**config.mk**
```make
export PLATFORM = sky130hd
export DESIGN_NAME = ooo_core
export DESIGN_NICKNAME = d
export VERILOG_FILES = /design/src/logic/ooo_pkg.sv /design/src/logic/core_if.sv /design/src/logic/fetch_queue.sv /design/src/logic/rename_issue.sv /design/src/logic/reservation_station.sv /design/src/logic/alu_exec.sv /design/src/logic/reorder_buffer.sv /design/src/logic/ooo_core.sv
export SDC_FILE = /design/constraint.sdc
export NUM_CORES = 2
export LEC_CHECK = 0
export ABC_CLOCK_PERIOD_IN_PS = 7300
export BUFFER_PORTS_ARGS = -buffer_cell sky130_fd_sc_hd__buf_2
export CORE_ASPECT_RATIO = 0.6
export CORE_MARGIN = 10
export CORE_UTILIZATION = 60
export DETAILED_ROUTE_END_ITERATION = 7
export PLACE_DENSITY = 0.81
export SYNTH_ARGS = -nofsm -noshare
export SYNTH_HDL_FRONTEND = slang
export SYNTH_HIERARCHICAL = 1
export SYNTH_SLANG_ARGS = --single-unit
```
**constraint.sdc**
```tcl
create_clock -name clk_i -period 7.3 [get_ports clk_i]
set_input_delay 0.365 -clock clk_i [delete_from_list [all_inputs] [get_ports clk_i]]
set_output_delay 0.365 -clock clk_i [all_outputs]
set_load 0.005 [all_outputs]
```
**src/logic/ooo_pkg.sv**
```systemverilog
package ooo_pkg;

    localparam int XLEN   = 32;
    localparam int REG_AW = 5;

    // Major opcodes of the supported formats
    localparam logic [6:0] OPC_OP     = 7'b0110011;
    localparam logic [6:0] OPC_OP_IMM = 7'b0010011;

    // Immediate forms share the register-form codes
    typedef enum logic [3:0] {
        ALU_ADD = 4'd0,
        ALU_SUB = 4'd1,
        ALU_AND = 4'd2,
        ALU_OR  = 4'd3,
        ALU_XOR = 4'd4,
        ALU_SLT = 4'd5,
        ALU_SLL = 4'd6,
        ALU_SRL = 4'd7
    } alu_op_e;

    typedef union packed {
        struct packed {
            logic [6:0]        funct7;
            logic [REG_AW-1:0] rs2;
            logic [REG_AW-1:0] rs1;
            logic [2:0]        funct3;
            logic [REG_AW-1:0] rd;
            logic [6:0]        opcode;
        } r_fmt;
        struct packed {
            logic [11:0]       imm12;
            logic [REG_AW-1:0] rs1;
            logic [2:0]        funct3;
            logic [REG_AW-1:0] rd;
            logic [6:0]        opcode;
        } i_fmt;
    } inst_u;

endpackage

```
**src/logic/core_if.sv**
```systemverilog
interface dispatch_if import ooo_pkg::*; #(
    parameter int TAG_W = 3
);
    logic             we;
    alu_op_e          op;
    logic [XLEN-1:0]  vj;
    logic [TAG_W-1:0] qj;
    logic             qj_valid;
    logic [XLEN-1:0]  vk;
    logic [TAG_W-1:0] qk;
    logic             qk_valid;
    logic [TAG_W-1:0] dest;
    logic             full;

    modport source (output we, op, vj, qj, qj_valid, vk, qk, qk_valid, dest, input full);
    modport sink   (input we, op, vj, qj, qj_valid, vk, qk, qk_valid, dest, output full);
endinterface

interface cdb_if import ooo_pkg::*; #(
    parameter int TAG_W = 3
);
    logic             valid;
    logic [TAG_W-1:0] rob_id;
    logic [XLEN-1:0]  value;

    modport driver   (output valid, rob_id, value);
    modport listener (input valid, rob_id, value);
endinterface

interface rob_query_if import ooo_pkg::*; #(
    parameter int TAG_W = 3
);
    logic [TAG_W-1:0] id1;
    logic             ready1;
    logic [XLEN-1:0]  value1;
    logic [TAG_W-1:0] id2;
    logic             ready2;
    logic [XLEN-1:0]  value2;

    modport requester (output id1, id2, input ready1, value1, ready2, value2);
    modport responder (input id1, id2, output ready1, value1, ready2, value2);
endinterface

interface commit_if import ooo_pkg::*; #(
    parameter int TAG_W = 3
);
    logic              valid;
    logic [TAG_W-1:0]  id;
    logic [REG_AW-1:0] rd;
    logic [XLEN-1:0]   value;

    modport source   (output valid, id, rd, value);
    modport receiver (input valid, id, rd, value);
endinterface

```
**src/logic/fetch_queue.sv**
```systemverilog
module fetch_queue import ooo_pkg::*; #(
    parameter int FQ_DEPTH = 4
) (
    input  logic            clk_i,
    input  logic            arst_n_i,
    input  logic [XLEN-1:0] inst_i,
    output logic [XLEN-1:0] inst_addr_o,
    output logic            inst_ce_o,
    input  logic            fq_pop_i,
    output logic            fq_valid_o,
    output logic [XLEN-1:0] fq_inst_o,
    output logic [XLEN-1:0] fq_pc_o
);

    localparam int PTR_W = $clog2(FQ_DEPTH);
    localparam int CNT_W = $clog2(FQ_DEPTH + 1);

    logic [XLEN-1:0]  inst_mem [FQ_DEPTH];
    logic [XLEN-1:0]  pc_mem   [FQ_DEPTH];
    logic [PTR_W-1:0] wr_ptr_q;
    logic [PTR_W-1:0] rd_ptr_q;
    logic [CNT_W-1:0] count_q;
    logic [XLEN-1:0]  pc_q;
    logic [XLEN-1:0]  flight_pc_q;
    logic             flight_q;
    logic             run_q;
    logic             pop;

    // Word in flight already owns a slot
    assign inst_ce_o   = run_q && (int'(count_q) + int'(flight_q) < FQ_DEPTH);
    assign inst_addr_o = pc_q;
    assign pop         = fq_pop_i && fq_valid_o;
    assign fq_valid_o  = (count_q != '0);
    assign fq_inst_o   = inst_mem[rd_ptr_q];
    assign fq_pc_o     = pc_mem[rd_ptr_q];

    always_ff @(posedge clk_i or negedge arst_n_i) begin
        if (!arst_n_i) begin
            run_q    <= 1'b0;
            pc_q     <= '0;
            flight_q <= 1'b0;
            wr_ptr_q <= '0;
            rd_ptr_q <= '0;
            count_q  <= '0;
        end else begin
            run_q    <= 1'b1;
            flight_q <= inst_ce_o;
            if (inst_ce_o) begin
                pc_q <= pc_q + 32'd4;
            end
            if (flight_q) begin
                wr_ptr_q <= wr_ptr_q + 1'b1;
            end
            if (pop) begin
                rd_ptr_q <= rd_ptr_q + 1'b1;
            end
            count_q <= count_q + CNT_W'(flight_q) - CNT_W'(pop);
        end
    end

    always_ff @(posedge clk_i) begin
        if (inst_ce_o) begin
            flight_pc_q <= pc_q;
        end
        if (flight_q) begin
            inst_mem[wr_ptr_q] <= inst_i;
            pc_mem[wr_ptr_q]   <= flight_pc_q;
        end
    end

endmodule

```
**src/logic/rename_issue.sv**
```systemverilog
module rename_issue import ooo_pkg::*; #(
    parameter int  ROB_DEPTH = 8,
    localparam int TAG_W     = $clog2(ROB_DEPTH)
) (
    input  logic              clk_i,
    input  logic              arst_n_i,
    input  logic              fq_valid_i,
    input  logic [XLEN-1:0]   fq_inst_i,
    input  logic [XLEN-1:0]   fq_pc_i,
    output logic              fq_pop_o,
    input  logic              rob_full_i,
    input  logic [TAG_W-1:0]  rob_alloc_id_i,
    output logic              rob_alloc_we_o,
    output logic [REG_AW-1:0] rob_alloc_rd_o,
    output logic [XLEN-1:0]   rob_alloc_pc_o,
    rob_query_if.requester    query,
    commit_if.receiver        commit,
    dispatch_if.source        disp
);

    localparam int NREGS = 1 << REG_AW;

    inst_u             inst;
    logic              is_op;
    logic              is_imm;
    logic [REG_AW-1:0] rs1;
    logic [REG_AW-1:0] rs2;
    logic [REG_AW-1:0] rd;
    logic [XLEN-1:0]   imm;
    logic              issue;
    logic              rf_we;
    logic [XLEN-1:0]   regs      [NREGS];
    logic [TAG_W-1:0]  rat_tag_q [NREGS];
    logic [NREGS-1:0]  rat_busy_q;

    assign inst   = fq_inst_i;
    assign is_op  = (inst.r_fmt.opcode == OPC_OP);
    assign is_imm = (inst.i_fmt.opcode == OPC_OP_IMM);
    assign rs1    = inst.r_fmt.rs1;
    assign rs2    = inst.r_fmt.rs2;
    // Unknown words go through as no-ops
    assign rd     = (is_op || is_imm) ? inst.r_fmt.rd : '0;
    assign imm    = {{(XLEN-12){inst.i_fmt.imm12[11]}}, inst.i_fmt.imm12};
    assign rf_we  = commit.valid && (commit.rd != '0);

    always_comb begin
        case (inst.r_fmt.funct3)
            3'b000:  disp.op = (is_op && inst.r_fmt.funct7[5]) ? ALU_SUB : ALU_ADD;
            3'b001:  disp.op = ALU_SLL;
            3'b010:  disp.op = ALU_SLT;
            3'b100:  disp.op = ALU_XOR;
            3'b101:  disp.op = ALU_SRL;
            3'b110:  disp.op = ALU_OR;
            3'b111:  disp.op = ALU_AND;
            default: disp.op = ALU_ADD;
        endcase
    end

    // Register file read with bypass of the retiring result
    function automatic logic [XLEN-1:0] rf_read(input logic [REG_AW-1:0] addr);
        if (addr == '0) begin
            return '0;
        end
        if (rf_we && commit.rd == addr) begin
            return commit.value;
        end
        return regs[addr];
    endfunction

    assign query.id1 = rat_tag_q[rs1];
    assign query.id2 = rat_tag_q[rs2];

    always_comb begin
        disp.vj       = rat_busy_q[rs1] ? query.value1 : rf_read(rs1);
        disp.qj       = rat_tag_q[rs1];
        disp.qj_valid = rat_busy_q[rs1] && !query.ready1;
        disp.qk       = rat_tag_q[rs2];
        if (is_imm) begin
            disp.vk       = imm;
            disp.qk_valid = 1'b0;
        end else begin
            disp.vk       = rat_busy_q[rs2] ? query.value2 : rf_read(rs2);
            disp.qk_valid = rat_busy_q[rs2] && !query.ready2;
        end
    end

    assign issue          = fq_valid_i && !rob_full_i && !disp.full;
    assign fq_pop_o       = issue;
    assign rob_alloc_we_o = issue;
    assign rob_alloc_rd_o = rd;
    assign rob_alloc_pc_o = fq_pc_i;
    assign disp.we        = issue;
    assign disp.dest      = rob_alloc_id_i;

    always_ff @(posedge clk_i) begin
        if (rf_we) begin
            regs[commit.rd] <= commit.value;
        end
        if (issue && rd != '0) begin
            rat_tag_q[rd] <= rob_alloc_id_i;
        end
    end

    always_ff @(posedge clk_i or negedge arst_n_i) begin
        if (!arst_n_i) begin
            rat_busy_q <= '0;
        end else begin
            // A younger writer keeps the entry
            if (rf_we && rat_tag_q[commit.rd] == commit.id) begin
                rat_busy_q[commit.rd] <= 1'b0;
            end
            if (issue && rd != '0) begin
                rat_busy_q[rd] <= 1'b1;
            end
        end
    end

endmodule

```
**src/logic/reservation_station.sv**
```systemverilog
module reservation_station import ooo_pkg::*; #(
    parameter int  RS_DEPTH  = 4,
    parameter int  ROB_DEPTH = 8,
    localparam int TAG_W     = $clog2(ROB_DEPTH)
) (
    input  logic             clk_i,
    input  logic             arst_n_i,
    dispatch_if.sink         disp,
    cdb_if.listener          cdb,
    output logic             ex_valid_o,
    output alu_op_e          ex_op_o,
    output logic [XLEN-1:0]  ex_a_o,
    output logic [XLEN-1:0]  ex_b_o,
    output logic [TAG_W-1:0] ex_dest_o
);

    localparam int IDX_W = $clog2(RS_DEPTH);

    logic [RS_DEPTH-1:0] busy_q;
    logic [RS_DEPTH-1:0] wait_j_q;
    logic [RS_DEPTH-1:0] wait_k_q;
    logic [RS_DEPTH-1:0] ready;
    logic [RS_DEPTH-1:0] cap_j;
    logic [RS_DEPTH-1:0] cap_k;
    alu_op_e             op_q   [RS_DEPTH];
    logic [XLEN-1:0]     vj_q   [RS_DEPTH];
    logic [XLEN-1:0]     vk_q   [RS_DEPTH];
    logic [TAG_W-1:0]    qj_q   [RS_DEPTH];
    logic [TAG_W-1:0]    qk_q   [RS_DEPTH];
    logic [TAG_W-1:0]    dest_q [RS_DEPTH];
    logic [IDX_W-1:0]    sel_idx;
    logic [IDX_W-1:0]    free_idx;

    assign ready      = busy_q & ~wait_j_q & ~wait_k_q;
    assign disp.full  = &busy_q;
    assign ex_valid_o = |ready;
    assign ex_op_o    = op_q[sel_idx];
    assign ex_a_o     = vj_q[sel_idx];
    assign ex_b_o     = vk_q[sel_idx];
    assign ex_dest_o  = dest_q[sel_idx];

    // Lowest index wins, both for issue and for allocation
    always_comb begin
        sel_idx  = '0;
        free_idx = '0;
        for (int i = RS_DEPTH - 1; i >= 0; i--) begin
            if (ready[i]) begin
                sel_idx = IDX_W'(i);
            end
            if (!busy_q[i]) begin
                free_idx = IDX_W'(i);
            end
        end
    end

    // CDB snoop
    always_comb begin
        for (int i = 0; i < RS_DEPTH; i++) begin
            cap_j[i] = cdb.valid && busy_q[i] && wait_j_q[i] && (qj_q[i] == cdb.rob_id);
            cap_k[i] = cdb.valid && busy_q[i] && wait_k_q[i] && (qk_q[i] == cdb.rob_id);
        end
    end

    always_ff @(posedge clk_i or negedge arst_n_i) begin
        if (!arst_n_i) begin
            busy_q   <= '0;
            wait_j_q <= '0;
            wait_k_q <= '0;
        end else begin
            for (int i = 0; i < RS_DEPTH; i++) begin
                if (disp.we && free_idx == IDX_W'(i)) begin
                    busy_q[i]   <= 1'b1;
                    wait_j_q[i] <= disp.qj_valid;
                    wait_k_q[i] <= disp.qk_valid;
                end else begin
                    if (ex_valid_o && sel_idx == IDX_W'(i)) begin
                        busy_q[i] <= 1'b0;
                    end
                    if (cap_j[i]) begin
                        wait_j_q[i] <= 1'b0;
                    end
                    if (cap_k[i]) begin
                        wait_k_q[i] <= 1'b0;
                    end
                end
            end
        end
    end

    always_ff @(posedge clk_i) begin
        for (int i = 0; i < RS_DEPTH; i++) begin
            if (disp.we && free_idx == IDX_W'(i)) begin
                op_q[i]   <= disp.op;
                vj_q[i]   <= disp.vj;
                qj_q[i]   <= disp.qj;
                vk_q[i]   <= disp.vk;
                qk_q[i]   <= disp.qk;
                dest_q[i] <= disp.dest;
            end else begin
                if (cap_j[i]) begin
                    vj_q[i] <= cdb.value;
                end
                if (cap_k[i]) begin
                    vk_q[i] <= cdb.value;
                end
            end
        end
    end

endmodule

```
**src/logic/alu_exec.sv**
```systemverilog
module alu_exec import ooo_pkg::*; #(
    parameter int  ROB_DEPTH = 8,
    localparam int TAG_W     = $clog2(ROB_DEPTH)
) (
    input  logic             clk_i,
    input  logic             arst_n_i,
    input  logic             ex_valid_i,
    input  alu_op_e          ex_op_i,
    input  logic [XLEN-1:0]  ex_a_i,
    input  logic [XLEN-1:0]  ex_b_i,
    input  logic [TAG_W-1:0] ex_dest_i,
    cdb_if.driver            cdb
);

    logic [XLEN-1:0]  result;
    logic             valid_q;
    logic [TAG_W-1:0] tag_q;
    logic [XLEN-1:0]  value_q;

    always_comb begin
        case (ex_op_i)
            ALU_ADD: result = ex_a_i + ex_b_i;
            ALU_SUB: result = ex_a_i - ex_b_i;
            ALU_AND: result = ex_a_i & ex_b_i;
            ALU_OR:  result = ex_a_i | ex_b_i;
            ALU_XOR: result = ex_a_i ^ ex_b_i;
            ALU_SLT: result = XLEN'($signed(ex_a_i) < $signed(ex_b_i));
            // Shift amount from the low five bits
            ALU_SLL: result = ex_a_i << ex_b_i[4:0];
            ALU_SRL: result = ex_a_i >> ex_b_i[4:0];
            default: result = '0;
        endcase
    end

    always_ff @(posedge clk_i or negedge arst_n_i) begin
        if (!arst_n_i) begin
            valid_q <= 1'b0;
        end else begin
            valid_q <= ex_valid_i;
        end
    end

    always_ff @(posedge clk_i) begin
        if (ex_valid_i) begin
            tag_q   <= ex_dest_i;
            value_q <= result;
        end
    end

    assign cdb.valid  = valid_q;
    assign cdb.rob_id = tag_q;
    assign cdb.value  = value_q;

endmodule

```
**src/logic/reorder_buffer.sv**
```systemverilog
module reorder_buffer import ooo_pkg::*; #(
    parameter int  ROB_DEPTH = 8,
    localparam int TAG_W     = $clog2(ROB_DEPTH)
) (
    input  logic              clk_i,
    input  logic              arst_n_i,
    input  logic              alloc_we_i,
    input  logic [REG_AW-1:0] alloc_rd_i,
    input  logic [XLEN-1:0]   alloc_pc_i,
    output logic [TAG_W-1:0]  alloc_id_o,
    output logic              full_o,
    rob_query_if.responder    query,
    cdb_if.listener           cdb,
    commit_if.source          commit,
    output logic [XLEN-1:0]   commit_pc_o
);

    localparam int CNT_W = $clog2(ROB_DEPTH + 1);

    logic [TAG_W-1:0]     head_q;
    logic [TAG_W-1:0]     tail_q;
    logic [CNT_W-1:0]     count_q;
    logic [ROB_DEPTH-1:0] ready_q;
    logic [REG_AW-1:0]    rd_q    [ROB_DEPTH];
    logic [XLEN-1:0]      pc_q    [ROB_DEPTH];
    logic [XLEN-1:0]      value_q [ROB_DEPTH];
    logic                 retire;

    assign alloc_id_o = tail_q;
    assign full_o     = (count_q == CNT_W'(ROB_DEPTH));

    // Head offered as soon as its result is stored
    assign retire       = (count_q != '0) && ready_q[head_q];
    assign commit.valid = retire;
    assign commit.id    = head_q;
    assign commit.rd    = rd_q[head_q];
    assign commit.value = value_q[head_q];
    assign commit_pc_o  = pc_q[head_q];

    // Same-cycle CDB result counts as ready
    assign query.ready1 = ready_q[query.id1] || (cdb.valid && cdb.rob_id == query.id1);
    assign query.value1 = ready_q[query.id1] ? value_q[query.id1] : cdb.value;
    assign query.ready2 = ready_q[query.id2] || (cdb.valid && cdb.rob_id == query.id2);
    assign query.value2 = ready_q[query.id2] ? value_q[query.id2] : cdb.value;

    always_ff @(posedge clk_i or negedge arst_n_i) begin
        if (!arst_n_i) begin
            head_q  <= '0;
            tail_q  <= '0;
            count_q <= '0;
            ready_q <= '0;
        end else begin
            if (alloc_we_i) begin
                tail_q          <= tail_q + 1'b1;
                ready_q[tail_q] <= 1'b0;
            end
            if (cdb.valid) begin
                ready_q[cdb.rob_id] <= 1'b1;
            end
            if (retire) begin
                head_q <= head_q + 1'b1;
            end
            count_q <= count_q + CNT_W'(alloc_we_i) - CNT_W'(retire);
        end
    end

    always_ff @(posedge clk_i) begin
        if (alloc_we_i) begin
            rd_q[tail_q] <= alloc_rd_i;
            pc_q[tail_q] <= alloc_pc_i;
        end
        if (cdb.valid) begin
            value_q[cdb.rob_id] <= cdb.value;
        end
    end

endmodule

```
**src/logic/ooo_core.sv**
```systemverilog
module ooo_core import ooo_pkg::*; #(
    parameter int ROB_DEPTH = 8,
    parameter int RS_DEPTH  = 4,
    parameter int FQ_DEPTH  = 4
) (
    input  logic              clk_i,
    input  logic              arst_n_i,
    output logic [XLEN-1:0]   inst_addr_o,
    output logic              inst_ce_o,
    input  logic [XLEN-1:0]   inst_i,
    output logic              commit_valid_o,
    output logic [XLEN-1:0]   commit_pc_o,
    output logic [REG_AW-1:0] commit_rd_o,
    output logic [XLEN-1:0]   commit_value_o
);

    localparam int TAG_W = $clog2(ROB_DEPTH);

    dispatch_if  #(.TAG_W(TAG_W)) disp_bus ();
    cdb_if       #(.TAG_W(TAG_W)) cdb_bus ();
    rob_query_if #(.TAG_W(TAG_W)) query_bus ();
    commit_if    #(.TAG_W(TAG_W)) commit_bus ();

    // Fetch queue to rename
    logic              fq_valid;
    logic              fq_pop;
    logic [XLEN-1:0]   fq_inst;
    logic [XLEN-1:0]   fq_pc;

    // Rename to ROB allocation
    logic              rob_full;
    logic              rob_alloc_we;
    logic [TAG_W-1:0]  rob_alloc_id;
    logic [REG_AW-1:0] rob_alloc_rd;
    logic [XLEN-1:0]   rob_alloc_pc;

    // Station to ALU
    logic              ex_valid;
    alu_op_e           ex_op;
    logic [XLEN-1:0]   ex_a;
    logic [XLEN-1:0]   ex_b;
    logic [TAG_W-1:0]  ex_dest;

    fetch_queue #(.FQ_DEPTH(FQ_DEPTH)) u_fetch_queue (
        .clk_i(clk_i), .arst_n_i(arst_n_i),
        .inst_i(inst_i), .inst_addr_o(inst_addr_o), .inst_ce_o(inst_ce_o),
        .fq_pop_i(fq_pop), .fq_valid_o(fq_valid), .fq_inst_o(fq_inst), .fq_pc_o(fq_pc)
    );

    rename_issue #(.ROB_DEPTH(ROB_DEPTH)) u_rename_issue (
        .clk_i(clk_i), .arst_n_i(arst_n_i),
        .fq_valid_i(fq_valid), .fq_inst_i(fq_inst), .fq_pc_i(fq_pc), .fq_pop_o(fq_pop),
        .rob_full_i(rob_full), .rob_alloc_id_i(rob_alloc_id),
        .rob_alloc_we_o(rob_alloc_we), .rob_alloc_rd_o(rob_alloc_rd),
        .rob_alloc_pc_o(rob_alloc_pc),
        .query(query_bus.requester), .commit(commit_bus.receiver), .disp(disp_bus.source)
    );

    reservation_station #(.RS_DEPTH(RS_DEPTH), .ROB_DEPTH(ROB_DEPTH)) u_rs (
        .clk_i(clk_i), .arst_n_i(arst_n_i),
        .disp(disp_bus.sink), .cdb(cdb_bus.listener),
        .ex_valid_o(ex_valid), .ex_op_o(ex_op), .ex_a_o(ex_a), .ex_b_o(ex_b),
        .ex_dest_o(ex_dest)
    );

    alu_exec #(.ROB_DEPTH(ROB_DEPTH)) u_alu (
        .clk_i(clk_i), .arst_n_i(arst_n_i),
        .ex_valid_i(ex_valid), .ex_op_i(ex_op), .ex_a_i(ex_a), .ex_b_i(ex_b),
        .ex_dest_i(ex_dest), .cdb(cdb_bus.driver)
    );

    reorder_buffer #(.ROB_DEPTH(ROB_DEPTH)) u_rob (
        .clk_i(clk_i), .arst_n_i(arst_n_i),
        .alloc_we_i(rob_alloc_we), .alloc_rd_i(rob_alloc_rd), .alloc_pc_i(rob_alloc_pc),
        .alloc_id_o(rob_alloc_id), .full_o(rob_full),
        .query(query_bus.responder), .cdb(cdb_bus.listener), .commit(commit_bus.source),
        .commit_pc_o(commit_pc_o)
    );

    assign commit_valid_o = commit_bus.valid;
    assign commit_rd_o    = commit_bus.rd;
    assign commit_value_o = commit_bus.value;

endmodule

```
==> summary.md <==
| Metric | Value |
|---|---|
| Status | `finished, violations left` |
| Failing checks | `design-rule violations` |
| Antenna Nets Post-Route | `0` |
| Max Clock Skew | `between 0.07 and 0.08 ns` |
| Seq/Total Area, Yosys | `around three fifths` |
| Tcrit/Tclk final | `89.00%` |
| Design Area, Final | `131,400 µm²` |
| CTS tree | `yes` |
| Worst skew pair latency | `0.90 ns` |
| Mapped Cells | `approximately 7,800` |
| Num rows | `126` |
| Worst Setup End Kind | `register` |
| Reg2Reg Setup Slack | `about 0.8 ns` |
| Buffers on Ports | `~130` |
| CTS H-tree depth | `4` |
| Slew margin rel. | `slightly above 5%` |
| Mapped Area | `119,800 µm²` |
| Setup TNS | `0 ns` |
| Core Region | `about 200,000 µm²` |
| CTS sink cnt | `2,395` |
| Hold Path Class | `in2reg` |
| Layout Utilization | `between 60% and 70%` |
| Chip Width | `around 600 µm` |
| Top-area cell type share of the netlist area | `a little under three fifths` |
| Prevailing post-synth register cell | `edfxtp_1` |
| Number of CTS-inserted buffers | `approximately 220` |
| Crit Path Max Fanout | `139` |
| Worst EP arrival | `roughly 7.2 ns` |
| Fin. Hold Viols | `0` |
| Root buffer cell | `clkbuf_16` |
| Area leader, netlist | `edfxtp_1` |
| FMAX | `153.9 MHz` |
| Max Cap Violations | `0` |
| Avg Cell Area, Syn | `~15 µm²` |
| Area grow syn2layout | `9.637%` |
| Crit path from | `u_fetch_queue/rd_ptr_q[0]` |
| Pre-antenna DRT Iters | `8` |
| Leading cell type in the layout, fill and taps excluded | `edfxtp_1` |
| Most frequent cells in the layout | `edfxtp_1, mux2i_1, mux4_2, buf_4, o21ai_0` |
| Starting DRT DRC Count | `between 15,000 and 20,000` |
| Pre-CTS setup slack | `about 1.1 ns` |
| Warnings, synthesis | `6` |
| Register-to-Register Path Depth | `12` |
| Critical Path Source Type | `register` |
| HPWL Detailed | `256,000 µm` |
| Clock tree buffer depth | `4` |
| Final setup margin | `between 0.8 and 0.9 ns` |
| Initial core utilization | `just over 60%` |
| Worst slew pin tran | `1.407 ns` |
| RR Endpoint | `u_rs/vj_q[3][28]` |
| Dpl cell area | `124,000 µm²` |
| Max-slew violations | `0` |
| Worst reg2reg path startpoint | `u_fetch_queue/rd_ptr_q[0]` |
| NumNets Final | `~8,000` |
| Global route total overflow | `0` |
| Avg WL per Cell | `around 39 µm` |
| Die area | `~220,000 µm²` |
| Top post-synthesis cells by area | `edfxtp_1, mux4_2, mux2i_1` |
| Gr usage total | `36.22%` |
| Crit path to | `u_rs/vj_q[3][28]` |
| Initial antenna violation count | `29` |
| CTS resizes | `0` |
| Required @ worst endpoint | `~8.0 ns` |
| #FFs+latches synth | `roughly 2,400` |
| Routability cong. | `about 1.0` |
| Share of layout cells above drive strength 1 | `a little under a quarter` |
| Vias | `82,676` |
| Die Y-Extent | `roughly 370 µm` |
| First-pass GRT wire length | `around 580,000 µm` |
| I/O pin count | `137` |
| Drt drc | `18` |
| Post-synth EDFFs | `between 2,000 and 2,500` |
| Min cycle time layout | `about 6.5 ns` |
| Pin count of the biggest net entering global routing | `140` |
| Vias in the first global route | `78,455` |
| Clock-pin slew on the worst setup and hold paths | `approximately 0.07 ns` |
| Final setup fails | `0` |
| Count of cell types in the netlist | `108` |
| Total wire length | `approximately 410,000 µm` |
| DR vias/cell | `slightly below 8` |
| WS Path Type | `reg2reg` |
| RSZ-0062 raised after global routing | `false` |
| Ys async rst share | `between 4 and 5%` |
[layout make-up]
cell class | count | area [µm²]
antenna | 8 | 20.02
clock buffer | 257 | 5620
clock inverter | 125 | 1381
fill | 12875 | 66170
inverter | 125 | 469.2
multi-input combinational | 4639 | 45430
sequential | 2395 | 71430
tap | 2624 | 3283
timing repair buffer | 486 | 3739
[Yosys cell counts, types with 56 or more instances]
master,n
and2_1,90
ha_1,121
nor3_1,108
nand2_1,277
buf_2,187
buf_4,104
clkbuf_1,242
a221oi_1,172
o22ai_1,113
mux2_2,262
mux4_2,591
inv_1,121
o21ai_0,297
mux2i_1,846
a22oi_1,142
nand3_1,96
edfxtp_1,2293
a31oi_1,115
xor2_1,63
nor2_1,264
a22o_1,140
o21ai_1,56
a21oi_1,224
dfrtp_1,102
mux2_4,88
[what timing repair did]
action                     CTS  global route
hold endpoints to repair   158             0
setup buffers                0             0
hold buffers                35             0
setup endpoints to repair    0             0
[layer usage]
metal	wire, µm	vias to the layer above	track usage, %
li1	-	31526	-
met1	145800	41216	50.31
met2	166200	8472	48.84
met3	79690	1422	18.44
met4	19720	40	13.27
met5	293	-	0
[metrics by stage]
step / hold slack (ns) / cells
3_5_place_dp: 0.3426 / 10234
6_report: 0.2651 / 10659
5_1_grt: 0.2634 / 10651
2_1_floorplan: 0.06941 / 7790
4_1_cts: 0.2183 / 10651
3_3_place_gp: 0.3330 / 10234
[registers in the layout, summed over array words and instances (netlist names), 16 cells and up]
name	flops
u_fetch_queue/pc_mem	120
u_rs/vk_q	128
u_rename_issue/rat_busy_q	32
u_rename_issue/rat_tag_q	96
u_rs/vj_q	128
u_rob/rd_q	40
u_fetch_queue/inst_addr_o	30
u_rs/op_q	16
u_rob/value_q	256
u_fetch_queue/flight_pc_q	30
u_rename_issue/regs	1024
u_alu/cdb.value	32
u_rob/pc_q	256
u_fetch_queue/inst_mem	128
[worst min path at each step]
stage	cells after the start	to	start	slack, ns
after floorplan	0	u_alu/cdb.valid	arst_n_i	0.07
after global placement	1	u_fetch_queue/inst_addr_o[26]	arst_n_i	0.33
after detailed placement	1	u_fetch_queue/inst_addr_o[26]	arst_n_i	0.34
after CTS	2	u_fetch_queue/inst_mem[0][0]	inst_i[0]	0.22
after global routing	2	u_fetch_queue/inst_mem[0][0]	inst_i[0]	0.26
final	2	u_fetch_queue/inst_mem[0][0]	inst_i[0]	0.27
[kinds of logic (layout without fill, tap and decap cells)]
kind of cell    Yosys count  in the layout  synth area share [%]
compound gates         1489           1489                 8.413
xor+xnor                110            110                0.8041
fa+ha+maj               125            125                 1.330
buf+inv                 756            993                 3.209
flops                  2395           2395                 59.60
mux                    1821           1821                 22.22
other cells               3             49              0.009397
simple gates           1053           1053                 4.414
[critical path: stages (launching register included)]
cell and delay (ns):
dfrtp_4 0.67, mux4_4 0.73, buf_4 0.62, buf_12 0.63, buf_4 0.94, mux2i_1 0.20
a22o_1 0.28, a221oi_1 0.36, o22ai_1 0.21, nor3_1 0.19, a21oi_1 0.09, o21ai_0 0.61
mux2_2 0.29
Power is left out: the tool's default activity adds up to more than one toggle a clock period on the data nets, which glitch-free logic cannot reach.
